## src/logic/clic_defs.svh

```systemverilog
// CLIC shared defines

`ifndef CLIC_DEFS_SVH
`define CLIC_DEFS_SVH

// Number of interrupt sources
`define CLIC_NUM_SRC 8

// Source ID width, enough for all sources
`define CLIC_ID_W 3

// Interrupt level width, as in mintstatus.mil
`define CLIC_LVL_W 8

// Vector table base, the mnxti pointer is an offset from it
`define CLIC_MTVT_BASE 32'h0000_1000

`endif

```

## src/logic/clic_pkg.sv

```systemverilog
// CLIC types package

`default_nettype none

`include "clic_defs.svh"

package clic_pkg;

  //////////////////////////////
  // Privilege
  //////////////////////////////

  // Only user and machine exist here
  typedef enum logic [1:0] {
    PRIV_LVL_U = 2'b00,
    PRIV_LVL_M = 2'b11
  } privlvl_e;

  //////////////////////////////
  // CSR views
  //////////////////////////////

  // Subset of mstatus used by trap entry and mret
  typedef struct packed {
    logic     mie;
    logic     mpie;
    privlvl_e mpp;
  } mstatus_t;

  // Current interrupt level of the hart
  typedef struct packed {
    logic [`CLIC_LVL_W-1:0] mil;
  } mintstatus_t;

  // Interrupt flag, previous level and cause ID
  typedef struct packed {
    logic                   irq;
    logic [`CLIC_LVL_W-1:0] mpil;
    logic [`CLIC_ID_W-1:0]  exccode;
  } mcause_t;

endpackage

`default_nettype wire

```

## src/logic/clic_arbiter.sv

```systemverilog
// CLIC source arbiter

`timescale 1ns/10ps
`default_nettype none

`include "clic_defs.svh"

module clic_arbiter (
  input  wire logic                        clk,
  input  wire logic                        rst_n,

  // One pulse bit per source
  input  wire logic [`CLIC_NUM_SRC-1:0]    src_pulse_i,

  // Per-source configuration write
  input  wire logic                        cfg_we_i,
  input  wire logic [`CLIC_ID_W-1:0]       cfg_id_i,
  input  wire logic [`CLIC_LVL_W-1:0]      cfg_level_i,
  input  wire logic                        cfg_shv_i,
  input  wire logic                        cfg_ie_i,

  // Acknowledge from the trap unit
  input  wire logic                        irq_ack_i,
  input  wire logic [`CLIC_ID_W-1:0]       irq_ack_id_i,

  // Offered interrupt
  output logic                             clic_irq_o,
  output logic [`CLIC_ID_W-1:0]            clic_irq_id_o,
  output logic [`CLIC_LVL_W-1:0]           clic_irq_level_o,
  output logic                             clic_irq_shv_o
);

  logic [`CLIC_NUM_SRC-1:0] pending_q;
  logic [`CLIC_NUM_SRC-1:0] ie_q;
  logic [`CLIC_NUM_SRC-1:0] shv_q;
  logic [`CLIC_LVL_W-1:0]   level_q [`CLIC_NUM_SRC];

  // One-hot of the acknowledged source
  logic [`CLIC_NUM_SRC-1:0] ack_vec;

  //////////////////////////////
  // Pending and enables
  //////////////////////////////

  assign ack_vec = {{(`CLIC_NUM_SRC-1){1'b0}}, irq_ack_i} << irq_ack_id_i;

  // A new pulse beats a clear in the same cycle
  always_ff @(posedge clk or negedge rst_n) begin
    if (!rst_n) begin
      pending_q <= '0;
      ie_q      <= '0;
    end else begin
      pending_q <= src_pulse_i | (pending_q & ~ack_vec);
      if (cfg_we_i) begin
        ie_q[cfg_id_i] <= cfg_ie_i;
      end
    end
  end

  // Level and vectoring bit, written with the enable
  always_ff @(posedge clk) begin
    if (cfg_we_i) begin
      level_q[cfg_id_i] <= cfg_level_i;
      shv_q[cfg_id_i]   <= cfg_shv_i;
    end
  end

  //////////////////////////////
  // Selection
  //////////////////////////////

  // Strict compare keeps the lowest ID on a tie
  // Starting from level 0 means level 0 never wins
  always_comb begin
    clic_irq_o       = 1'b0;
    clic_irq_id_o    = '0;
    clic_irq_level_o = '0;
    clic_irq_shv_o   = 1'b0;
    for (int i = 0; i < `CLIC_NUM_SRC; i++) begin
      if (pending_q[i] && ie_q[i] && (level_q[i] > clic_irq_level_o)) begin
        clic_irq_o       = 1'b1;
        clic_irq_id_o    = i[`CLIC_ID_W-1:0];
        clic_irq_level_o = level_q[i];
        clic_irq_shv_o   = shv_q[i];
      end
    end
  end

endmodule

`default_nettype wire

```

## src/logic/clic_int_controller.sv

```systemverilog
// CLIC interrupt controller

`timescale 1ns/10ps
`default_nettype none

`include "clic_defs.svh"

module clic_int_controller (
  input  wire logic                        clk,
  input  wire logic                        rst_n,

  // Offer from the arbiter
  input  wire logic                        clic_irq_i,
  input  wire logic [`CLIC_ID_W-1:0]       clic_irq_id_i,
  input  wire logic [`CLIC_LVL_W-1:0]      clic_irq_level_i,
  input  wire logic                        clic_irq_shv_i,

  // CSR state from the trap unit
  input  wire clic_pkg::mstatus_t          mstatus_i,
  input  wire logic [`CLIC_LVL_W-1:0]      mintthresh_i,
  input  wire clic_pkg::mintstatus_t       mintstatus_i,
  input  wire clic_pkg::mcause_t           mcause_i,
  input  wire clic_pkg::privlvl_e          priv_lvl_i,

  // Trap request
  output logic                             irq_req_o,
  output logic [`CLIC_ID_W-1:0]            irq_id_o,
  output logic                             irq_wu_o,
  output logic                             irq_shv_o,
  output logic [`CLIC_LVL_W-1:0]           irq_level_o,

  // mnxti view
  output logic                             mnxti_pending_o,
  output logic [`CLIC_ID_W-1:0]            mnxti_id_o,
  output logic [`CLIC_LVL_W-1:0]           mnxti_level_o
);

  logic                   global_ie;
  logic                   in_m_mode;
  logic [`CLIC_LVL_W-1:0] eff_level;

  // Registered copy of the offer
  logic                   irq_q;
  logic [`CLIC_ID_W-1:0]  irq_id_q;
  logic [`CLIC_LVL_W-1:0] irq_level_q;
  logic                   irq_shv_q;

  //////////////////////////////
  // Input registers
  //////////////////////////////

  // Valid follows the arbiter every cycle
  always_ff @(posedge clk or negedge rst_n) begin
    if (!rst_n) begin
      irq_q <= 1'b0;
    end else begin
      irq_q <= clic_irq_i;
    end
  end

  // Payload only moves while an offer is present
  always_ff @(posedge clk or negedge rst_n) begin
    if (!rst_n) begin
      irq_id_q    <= '0;
      irq_level_q <= '0;
      irq_shv_q   <= 1'b0;
    end else if (clic_irq_i) begin
      irq_id_q    <= clic_irq_id_i;
      irq_level_q <= clic_irq_level_i;
      irq_shv_q   <= clic_irq_shv_i;
    end
  end

  //////////////////////////////
  // Enables and levels
  //////////////////////////////

  assign in_m_mode = (priv_lvl_i == clic_pkg::PRIV_LVL_M);

  // Below machine mode, machine interrupts are always enabled
  assign global_ie = mstatus_i.mie || !in_m_mode;

  // Larger of threshold and current level
  assign eff_level = (mintthresh_i > mintstatus_i.mil) ? mintthresh_i : mintstatus_i.mil;

  //////////////////////////////
  // Request and wake-up
  //////////////////////////////

  // Machine mode must beat the effective level, user mode any nonzero level
  assign irq_req_o = irq_q && global_ie &&
                     (in_m_mode ? (irq_level_q > eff_level) : (irq_level_q != '0));

  assign irq_id_o    = irq_id_q;
  assign irq_shv_o   = irq_shv_q;
  assign irq_level_o = irq_level_q;

  // Raw inputs, so a stopped clock still wakes the hart
  // No global enable here, wfi resumes even with mie clear
  assign irq_wu_o = clic_irq_i &&
                    (in_m_mode ? (clic_irq_level_i > eff_level) : (clic_irq_level_i != '0));

  //////////////////////////////
  // mnxti
  //////////////////////////////

  // Non-vectored only, ignores mie
  assign mnxti_pending_o = irq_q &&
                           (irq_level_q > mcause_i.mpil) &&
                           (irq_level_q > mintthresh_i) &&
                           !irq_shv_q;

  assign mnxti_id_o    = irq_id_q;
  assign mnxti_level_o = irq_level_q;

endmodule

`default_nettype wire

```

## src/logic/clic_trap_csr.sv

```systemverilog
// CLIC trap and CSR unit

`timescale 1ns/10ps
`default_nettype none

`include "clic_defs.svh"

module clic_trap_csr (
  input  wire logic                        clk,
  input  wire logic                        rst_n,

  // From the interrupt controller
  input  wire logic                        irq_req_i,
  input  wire logic [`CLIC_ID_W-1:0]       irq_id_i,
  input  wire logic                        irq_wu_i,
  input  wire logic                        irq_shv_i,
  input  wire logic [`CLIC_LVL_W-1:0]      irq_level_i,
  input  wire logic                        mnxti_pending_i,
  input  wire logic [`CLIC_ID_W-1:0]       mnxti_id_i,
  input  wire logic [`CLIC_LVL_W-1:0]      mnxti_level_i,

  // Software events
  input  wire logic                        thresh_we_i,
  input  wire logic [`CLIC_LVL_W-1:0]      thresh_i,
  input  wire logic                        mie_set_i,
  input  wire logic                        enter_user_i,
  input  wire logic                        mret_i,
  input  wire logic                        wfi_i,
  input  wire logic                        mnxti_rd_i,

  // CSR state
  output clic_pkg::mstatus_t               mstatus_o,
  output logic [`CLIC_LVL_W-1:0]           mintthresh_o,
  output clic_pkg::mintstatus_t            mintstatus_o,
  output clic_pkg::mcause_t                mcause_o,
  output clic_pkg::privlvl_e               priv_lvl_o,

  // Acknowledge to the arbiter
  output logic                             irq_ack_o,
  output logic [`CLIC_ID_W-1:0]            irq_ack_id_o,

  // Trap report and mnxti read data
  output logic                             trap_o,
  output logic [`CLIC_ID_W-1:0]            trap_id_o,
  output logic [`CLIC_LVL_W-1:0]           trap_level_o,
  output logic                             trap_shv_o,
  output logic [31:0]                      mnxti_rdata_o,
  output logic                             sleeping_o
);

  logic take_trap;
  logic claim;

  // Trap wins over everything else in a cycle
  assign take_trap = irq_req_i && !sleeping_o;
  assign claim     = mnxti_rd_i && mnxti_pending_i && !take_trap;

  //////////////////////////////
  // Control state
  //////////////////////////////

  always_ff @(posedge clk or negedge rst_n) begin
    if (!rst_n) begin
      mstatus_o    <= '{mie: 1'b0, mpie: 1'b0, mpp: clic_pkg::PRIV_LVL_M};
      mintthresh_o <= '0;
      mintstatus_o <= '0;
      mcause_o     <= '0;
      priv_lvl_o   <= clic_pkg::PRIV_LVL_M;
      trap_o       <= 1'b0;
      irq_ack_o    <= 1'b0;
      sleeping_o   <= 1'b0;
    end else begin
      trap_o    <= take_trap;
      irq_ack_o <= take_trap || claim;
      if (thresh_we_i) begin
        mintthresh_o <= thresh_i;
      end
      if (take_trap) begin
        // Save context, then enter machine mode with interrupts off
        mstatus_o.mpie   <= mstatus_o.mie;
        mstatus_o.mpp    <= priv_lvl_o;
        mstatus_o.mie    <= 1'b0;
        priv_lvl_o       <= clic_pkg::PRIV_LVL_M;
        mcause_o.irq     <= 1'b1;
        mcause_o.mpil    <= mintstatus_o.mil;
        mcause_o.exccode <= irq_id_i;
        mintstatus_o.mil <= irq_level_i;
      end else if (mret_i) begin
        // Restore the interrupted context
        mstatus_o.mie    <= mstatus_o.mpie;
        mstatus_o.mpie   <= 1'b1;
        mstatus_o.mpp    <= clic_pkg::PRIV_LVL_U;
        priv_lvl_o       <= mstatus_o.mpp;
        mintstatus_o.mil <= mcause_o.mpil;
      end else begin
        if (claim) begin
          mintstatus_o.mil <= mnxti_level_i;
          mcause_o.exccode <= mnxti_id_i;
        end
        if (mie_set_i) begin
          mstatus_o.mie <= 1'b1;
        end
        if (enter_user_i) begin
          priv_lvl_o <= clic_pkg::PRIV_LVL_U;
        end
      end
      // Sleep until a raw wake-up arrives
      if (sleeping_o) begin
        if (irq_wu_i) begin
          sleeping_o <= 1'b0;
        end
      end else if (wfi_i && !take_trap) begin
        sleeping_o <= 1'b1;
      end
    end
  end

  //////////////////////////////
  // Payload registers
  //////////////////////////////

  always_ff @(posedge clk) begin
    if (take_trap) begin
      trap_id_o    <= irq_id_i;
      trap_level_o <= irq_level_i;
      trap_shv_o   <= irq_shv_i;
      irq_ack_id_o <= irq_id_i;
    end else if (claim) begin
      irq_ack_id_o <= mnxti_id_i;
    end
    // Table entry pointer, zero when nothing can be claimed
    if (mnxti_rd_i) begin
      mnxti_rdata_o <= claim ?
        (`CLIC_MTVT_BASE + {{(32-`CLIC_ID_W-2){1'b0}}, mnxti_id_i, 2'b00}) : 32'h0;
    end
  end

endmodule

`default_nettype wire

```

## src/logic/clic_top.sv

```systemverilog
// CLIC subsystem top

`timescale 1ns/10ps
`default_nettype none

`include "clic_defs.svh"

module clic_top (
  input  wire logic                        clk,
  input  wire logic                        rst_n,

  // Sources and their configuration
  input  wire logic [`CLIC_NUM_SRC-1:0]    src_pulse_i,
  input  wire logic                        cfg_we_i,
  input  wire logic [`CLIC_ID_W-1:0]       cfg_id_i,
  input  wire logic [`CLIC_LVL_W-1:0]      cfg_level_i,
  input  wire logic                        cfg_shv_i,
  input  wire logic                        cfg_ie_i,

  // Software events
  input  wire logic                        thresh_we_i,
  input  wire logic [`CLIC_LVL_W-1:0]      thresh_i,
  input  wire logic                        mie_set_i,
  input  wire logic                        enter_user_i,
  input  wire logic                        mret_i,
  input  wire logic                        wfi_i,
  input  wire logic                        mnxti_rd_i,

  // Status
  output logic                             trap_o,
  output logic [`CLIC_ID_W-1:0]            trap_id_o,
  output logic [`CLIC_LVL_W-1:0]           trap_level_o,
  output logic                             trap_shv_o,
  output logic [31:0]                      mnxti_rdata_o,
  output logic                             mie_o,
  output logic [`CLIC_LVL_W-1:0]           mil_o,
  output clic_pkg::privlvl_e               priv_o,
  output logic                             sleeping_o
);

  // Arbiter to controller
  logic                   clic_irq;
  logic [`CLIC_ID_W-1:0]  clic_irq_id;
  logic [`CLIC_LVL_W-1:0] clic_irq_level;
  logic                   clic_irq_shv;

  // Controller to trap unit
  logic                   irq_req;
  logic [`CLIC_ID_W-1:0]  irq_id;
  logic                   irq_wu;
  logic                   irq_shv;
  logic [`CLIC_LVL_W-1:0] irq_level;
  logic                   mnxti_pending;
  logic [`CLIC_ID_W-1:0]  mnxti_id;
  logic [`CLIC_LVL_W-1:0] mnxti_level;

  // Trap unit state
  clic_pkg::mstatus_t     mstatus;
  logic [`CLIC_LVL_W-1:0] mintthresh;
  clic_pkg::mintstatus_t  mintstatus;
  clic_pkg::mcause_t      mcause;
  clic_pkg::privlvl_e     priv_lvl;
  logic                   irq_ack;
  logic [`CLIC_ID_W-1:0]  irq_ack_id;

  assign mie_o  = mstatus.mie;
  assign mil_o  = mintstatus.mil;
  assign priv_o = priv_lvl;

  clic_arbiter i_arbiter (
    .clk              (clk),
    .rst_n            (rst_n),
    .src_pulse_i      (src_pulse_i),
    .cfg_we_i         (cfg_we_i),
    .cfg_id_i         (cfg_id_i),
    .cfg_level_i      (cfg_level_i),
    .cfg_shv_i        (cfg_shv_i),
    .cfg_ie_i         (cfg_ie_i),
    .irq_ack_i        (irq_ack),
    .irq_ack_id_i     (irq_ack_id),
    .clic_irq_o       (clic_irq),
    .clic_irq_id_o    (clic_irq_id),
    .clic_irq_level_o (clic_irq_level),
    .clic_irq_shv_o   (clic_irq_shv)
  );

  clic_int_controller i_int_controller (
    .clk              (clk),
    .rst_n            (rst_n),
    .clic_irq_i       (clic_irq),
    .clic_irq_id_i    (clic_irq_id),
    .clic_irq_level_i (clic_irq_level),
    .clic_irq_shv_i   (clic_irq_shv),
    .mstatus_i        (mstatus),
    .mintthresh_i     (mintthresh),
    .mintstatus_i     (mintstatus),
    .mcause_i         (mcause),
    .priv_lvl_i       (priv_lvl),
    .irq_req_o        (irq_req),
    .irq_id_o         (irq_id),
    .irq_wu_o         (irq_wu),
    .irq_shv_o        (irq_shv),
    .irq_level_o      (irq_level),
    .mnxti_pending_o  (mnxti_pending),
    .mnxti_id_o       (mnxti_id),
    .mnxti_level_o    (mnxti_level)
  );

  clic_trap_csr i_trap_csr (
    .clk             (clk),
    .rst_n           (rst_n),
    .irq_req_i       (irq_req),
    .irq_id_i        (irq_id),
    .irq_wu_i        (irq_wu),
    .irq_shv_i       (irq_shv),
    .irq_level_i     (irq_level),
    .mnxti_pending_i (mnxti_pending),
    .mnxti_id_i      (mnxti_id),
    .mnxti_level_i   (mnxti_level),
    .thresh_we_i     (thresh_we_i),
    .thresh_i        (thresh_i),
    .mie_set_i       (mie_set_i),
    .enter_user_i    (enter_user_i),
    .mret_i          (mret_i),
    .wfi_i           (wfi_i),
    .mnxti_rd_i      (mnxti_rd_i),
    .mstatus_o       (mstatus),
    .mintthresh_o    (mintthresh),
    .mintstatus_o    (mintstatus),
    .mcause_o        (mcause),
    .priv_lvl_o      (priv_lvl),
    .irq_ack_o       (irq_ack),
    .irq_ack_id_o    (irq_ack_id),
    .trap_o          (trap_o),
    .trap_id_o       (trap_id_o),
    .trap_level_o    (trap_level_o),
    .trap_shv_o      (trap_shv_o),
    .mnxti_rdata_o   (mnxti_rdata_o),
    .sleeping_o      (sleeping_o)
  );

endmodule

`default_nettype wire

```

## config.mk

```make
export PLATFORM = sky130hd
export DESIGN_NAME = clic_top
export DESIGN_NICKNAME = d
export VERILOG_FILES = /design/src/logic/clic_pkg.sv /design/src/logic/clic_arbiter.sv /design/src/logic/clic_int_controller.sv /design/src/logic/clic_trap_csr.sv /design/src/logic/clic_top.sv
export VERILOG_INCLUDE_DIRS = /design/src /design/src/logic
export SDC_FILE = /design/constraint.sdc
export NUM_CORES = 1
export LEC_CHECK = 0
export BUFFER_PORTS_ARGS = -buffer_cell sky130_fd_sc_hd__buf_2
export CAP_MARGIN = 40
export CORE_MARGIN = 3
export CORE_UTILIZATION = 40
export DETAILED_ROUTE_END_ITERATION = 8
export PLACE_DENSITY = 0.54
export SETUP_SLACK_MARGIN = 0.4
export SLEW_MARGIN = 0
export SYNTH_ARGS = -nofsm -noshare
export SYNTH_HDL_FRONTEND = slang
export SYNTH_HIERARCHICAL = 1
export SYNTH_SLANG_ARGS = --single-unit
```

## constraint.sdc

```tcl
create_clock -name clk -period 45.4 [get_ports clk]
set_clock_uncertainty 0.15 [all_clocks]
set_input_delay 4.54 -clock clk [delete_from_list [all_inputs] [get_ports clk]]
set_output_delay 4.54 -clock clk [all_outputs]
set_load 0.005 [all_outputs]
```

==> impl_metrics.yaml, run 1 <==
critical_path:
  cp_slowest_cell: "or4_1"
  path_class: "flip-flop to flip-flop"
  critPathCaptureType: "flip-flop"
  startpoint_type: "flip-flop"
  reg2reg_to: "i_trap_csr/sleeping_o"
  worstPathArrival_ns: 17.27
  cp-startpoint: "i_arbiter/ie_q[0]"
  r2r_slack_ns: 28.31
  worstPathMaxFanout: 21
  worst_r2r_startpoint: "i_arbiter/ie_q[0]"
  ff2ff_path_depth: 76
  required_ns: 45.58
  max_stage_delay_ns: 0.84
sta:
  worstMarginPinSlew_ns: 0.798
  rsz0062_at_grt: "false"
  tns_ns: 0
  fin_crit_sh: 0.377
  timing.fmax_mhz: 58.5
  setup-violations-final: 0
  whs_ns: 0.340
  finalHoldViolations: 0
  min_period_ns: 17.09
  slew_headroom: 0.466
  slew_viol_final: 0
clocking:
  cts.path.max_buffers: 2
  cts_buffers: 17
  clock-root-buffer: "clkbuf_16"
  postCtsHoldBufs: 0
  clock_sinks: 153
  cts_tree: "built"
  ctsResizeCount: 0
  clk_latency_ns: 0.41
  post_cts_buffers: 0
  htreeDepth: 4
  clk_pin_slew_ns: 0.07
routing:
  wl_per_cell_um: 18.4
  first_pass_iters: 5
  drtIter0Drc: 390
  via_per_inst: 5.23
  drc_errors: 0
  vias: 6705
  drtAntennaViolNets: 0
  wl_mm: 23.5
synth:
  synthCells: 898
  syn_avg_cell_area_um2: 10.6
  ys_warn_count: 6
  synth_area_um2: 9520
grt:
  track_usage: 0.186
  grt_pass1_wl_mm: 37.4
  grt_overflow: 0
  antenna_found_initial: 0
  grt_max_degree: 51
  first_global_vias: 6667
power_and_ir_drop:
  total_power_uw: 806
  powerDensity_nw_per_um2: 76.4
  ir_drop_v: 0.0000295
  cellLeakagePower_uw: 0.00453
placement:
  place_inst: 1250
  dpl.hpwl_mm: 18.2
  place_congestion: 0.910
  port_buffers: 66
final_layout:
  final_common_cell: "nand2_1"
  layout.cells.non_filler: 1282
  syn_to_final_growth_pct: 10.9
  final_cell_mix: "nand2_1 (107), edfxtp_1 (91), ha_1 (88)"
  utilization: 0.459
  num_antenna_cells: 0
  finalNetCount: 1082
  drive_gt1_frac: 0.179
die:
  fp.coreArea_um2: 23000
  num_rows: 55
  die_w_um: 160
  ios: 95
  start_util: 0.414
  die_y_um: 160
  die_area_um2: 25700
min_path:
  whs_path_depth: 2
  worstHoldStart: "i_trap_csr/mstatus_o[0]"
  holdPathEnd: "i_trap_csr/mstatus_o[0]"
  min_path_type: "flip-flop to flip-flop"
job:
  maxCapViolCount: 0
outcome:
  outcome: "finished, final reports clean"
-- sequential cells by signal, summed over array words and instances, names as in the netlist, 2 cells and up --
register                      count
i_arbiter/ie_q                    8
i_arbiter/level_q                64
i_arbiter/pending_q               8
i_arbiter/shv_q                   8
i_int_controller/irq_id_o         3
i_int_controller/irq_level_o      8
i_trap_csr/irq_ack_id_o           3
i_trap_csr/mcause_o               8
i_trap_csr/mintstatus_o           8
i_trap_csr/mintthresh_o           8
i_trap_csr/mnxti_rdata_o          4
i_trap_csr/mstatus_o              4
i_trap_csr/priv_lvl_o             2
i_trap_csr/trap_id_o              3
i_trap_csr/trap_level_o           8
-- cell type report --
| cell class | instances | area, um^2 |
|---|---|---|
| repair buffers | 77 | 433 |
| well taps | 313 | 392 |
| clock buffers | 19 | 443 |
| inverters | 62 | 240 |
| clock inverters | 13 | 131 |
| flip-flops and latches | 153 | 4290 |
| fillers | 2189 | 12400 |
| multi-input cells | 645 | 4630 |
-- worst max-delay path: cells and delay by family, from the launching register on --
kind / cells / cell delay (ns)
AOI/OAI and AO/OA: 38 / 6.51
adders and majority gates: 8 / 2.30
buffers and inverters: 3 / 0.50
DFF: 1 / 0.38
muxes: 2 / 0.63
and+or+nand+nor: 25 / 6.51
-- stage by stage --
stage          setup WS, ns  area (um^2)
2_1_floorplan         29.85         9620
3_5_place_dp          28.42         9980
6_report              28.31        10600
4_1_cts               28.36        10600
5_1_grt               26.61        10600
3_3_place_gp          28.43         9910
-- per-layer routing --
| metal | wire length [um] | up-vias | track usage |
|---|---|---|---|
| li1 | - | 3326 | - |
| met1 | 11500 | 3184 | 0.265 |
| met2 | 10600 | 178 | 0.291 |
| met3 | 1130 | 17 | 0.0374 |
| met4 | 284 | 0 | 0.0462 |
| met5 | 0 | - | 0 |
-- worst max-delay path by stage --
| stage | to | slack (ns) |
|---|---|---|
| 6_report | i_trap_csr/sleeping_o | 28.31 |
| 5_1_grt | i_trap_csr/sleeping_o | 26.61 |
| 4_1_cts | i_trap_csr/sleeping_o | 28.36 |
| 3_5_place_dp | i_trap_csr/sleeping_o | 28.42 |
| 3_3_place_gp | i_trap_csr/sleeping_o | 28.43 |
| 2_1_floorplan | i_int_controller/irq_id_o[0] | 29.85 |
-- power breakdown --
group | switching, uW | internal, uW | total, uW | leakage (uW)
logic | 255 | 189 | 444 | 0.00268
clock network | 60.5 | 78.6 | 139 | 0.000285
registers | 34.6 | 188 | 223 | 0.00156
Note: power is estimated with default switching activity, not from simulation.
==> run 2, diff against run 1 <==
- PLACE_DENSITY: 0.54 -> 0.56
- clock period: 45.4 -> 13.9 ns (I/O delays scaled with it)
==> impl_metrics.yaml, run 2 (same netlist as run 1, synthesis figures left out) <==
clocking:
  cts_buffers: 17
  clock-root-buffer: "clkbuf_16"
  cts_tree: "built"
  clock_sinks: 153
  htreeDepth: 4
  postCtsHoldBufs: 0
  clk_pin_slew_ns: 0.07
  clk_latency_ns: 0.43
  cts.path.max_buffers: 2
outcome:
  outcome: "complete, but fails checks"
  violations: "negative setup slack"
routing:
  wl_mm: 26.6
  drtAntennaViolNets: 0
  vias: 7606
  drc_errors: 0
  via_per_inst: 5.23
  wl_per_cell_um: 18.3
  first_pass_iters: 4
  drtIter0Drc: 439
power_and_ir_drop:
  powerDensity_nw_per_um2: 271
  cellLeakagePower_uw: 0.00552
  ir_drop_v: 0.000128
critical_path:
  cp_slowest_cell: "or4b_4"
  required_ns: 14.06
  crit_top_cell: "buf_4"
  r2r_slack_ns: -0.18
  worstPathMaxFanout: 8
  worst_r2r_startpoint: "i_arbiter/ie_q[0]"
  max_stage_delay_ns: 0.55
  reg2reg_to: "i_trap_csr/sleeping_o"
  path_class: "flip-flop to flip-flop"
  critPathCaptureType: "flip-flop"
  worstPathArrival_ns: 14.24
  cp-startpoint: "i_arbiter/ie_q[0]"
  ff2ff_path_depth: 88
  startpoint_type: "flip-flop"
  timing.critical_path.to: "i_trap_csr/sleeping_o"
grt:
  first_global_vias: 7474
  antenna_found_initial: 0
  track_usage: 0.203
  grt_max_degree: 49
  grt_pass1_wl_mm: 41.0
  grt_overflow: 0
placement:
  place_congestion: 0.913
  dp_slack_ns: -0.397
  port_buffers: 66
  placed_area_um2: 10900
  dpl.hpwl_mm: 19.4
final_layout:
  largest_register: "i_arbiter/level_q"
  largest_reg_flops: 64
  fin_area_um2: 12700
  final_cell_mix: "buf_4 (163), nand2_1 (97), edfxtp_1 (91)"
  final_common_cell: "buf_4"
  num_antenna_cells: 0
  syn_to_final_growth_pct: 33.2
  utilization: 0.552
  finalNetCount: 1253
  drive_gt1_frac: 0.387
sta:
  rsz0062_at_grt: "true"
  whs_ns: 0.350
  worstMarginPinSlew_ns: 0.816
  finalHoldViolations: 0
  min_period_ns: 14.08
  finalWorstSetupSlack_ns: -0.181
  timing.fmax_mhz: 71.0
  slew_headroom: 0.454
  slew_viol_final: 0
  fin_crit_sh: 1.01
  tns_ns: -0.596
  setup-violations-final: 8
die:
  fp.coreArea_um2: 23000
  num_rows: 55
  die_w_um: 160
  ios: 95
  die_area_um2: 25700
  die_y_um: 160
  start_util: 0.414
job:
  maxCapViolCount: 0
min_path:
  min_path_type: "flip-flop to flip-flop"
[run 2: worst max-delay path, delay by kind of cell, from the launching register on]
| kind | cells | cell delay [ns] |
|---|---|---|
| AO/OA/AOI/OAI | 28 | 4.35 |
| flip-flops | 1 | 0.35 |
| multiplexers | 2 | 0.43 |
| adder cells (fa/ha/maj) | 7 | 1.79 |
| AND/OR/NAND/NOR | 25 | 3.67 |
| buffers and inverters | 26 | 3.20 |
[run 2: timing repair]
action                     in CTS  in global routing
pin swaps                      45                 72
gates resized for setup        54                 68
setup endpoints to repair      14                 14
buffers inserted               43                 18
gates cloned                    2                  0
[run 2: worst min path at each step]
| stage | startpoint | endpoint | slack, ns | cells after the start |
|---|---|---|---|---|
| after floorplan | i_int_controller/irq_shv_o | i_trap_csr/trap_shv_o | 0.29 | 0 |
| after global placement | i_trap_csr/mstatus_o[0] | i_trap_csr/mstatus_o[0] | 0.33 | 2 |
| after detailed placement | i_trap_csr/mstatus_o[0] | i_trap_csr/mstatus_o[0] | 0.34 | 2 |
| after CTS | i_trap_csr/mstatus_o[0] | i_trap_csr/mstatus_o[0] | 0.35 | 2 |
| after global routing | i_trap_csr/mstatus_o[0] | i_trap_csr/mstatus_o[0] | 0.36 | 2 |
| final | i_trap_csr/mstatus_o[0] | i_trap_csr/mstatus_o[0] | 0.35 | 2 |
[run 2: layout make-up]
cell class	instances	area, um^2
fillers	1975	10300
multi-input cells	646	5340
flip-flops and latches	153	4290
repair buffers	247	1810
clock buffers	17	425
well taps	313	392
inverters	62	240
clock inverters	15	184
[run 2: power breakdown]
part           switching [uW]  total, uW  internal (uW)
clock network             207        479            273
registers                 109        723            614
logic                    1080       2240           1160
total                    1400       3440           2040
[run 2: through the flow]
stage / std cells / power (uW)
2_1_floorplan: 925 / 1930
3_5_place_dp: 1358 / 2490
6_report: 1453 / 3440
4_1_cts: 1435 / 3190
3_3_place_gp: 1353 / 2470
5_1_grt: 1453 / 3710
[run 2: layer usage]
metal  global-route usage  share of wire  up-vias
li1                     -              -     3678
met1                0.276           0.46     3691
met2                0.327           0.47      206
met3               0.0488          0.054       31
met4               0.0552          0.017        0
met5                    0              0        -
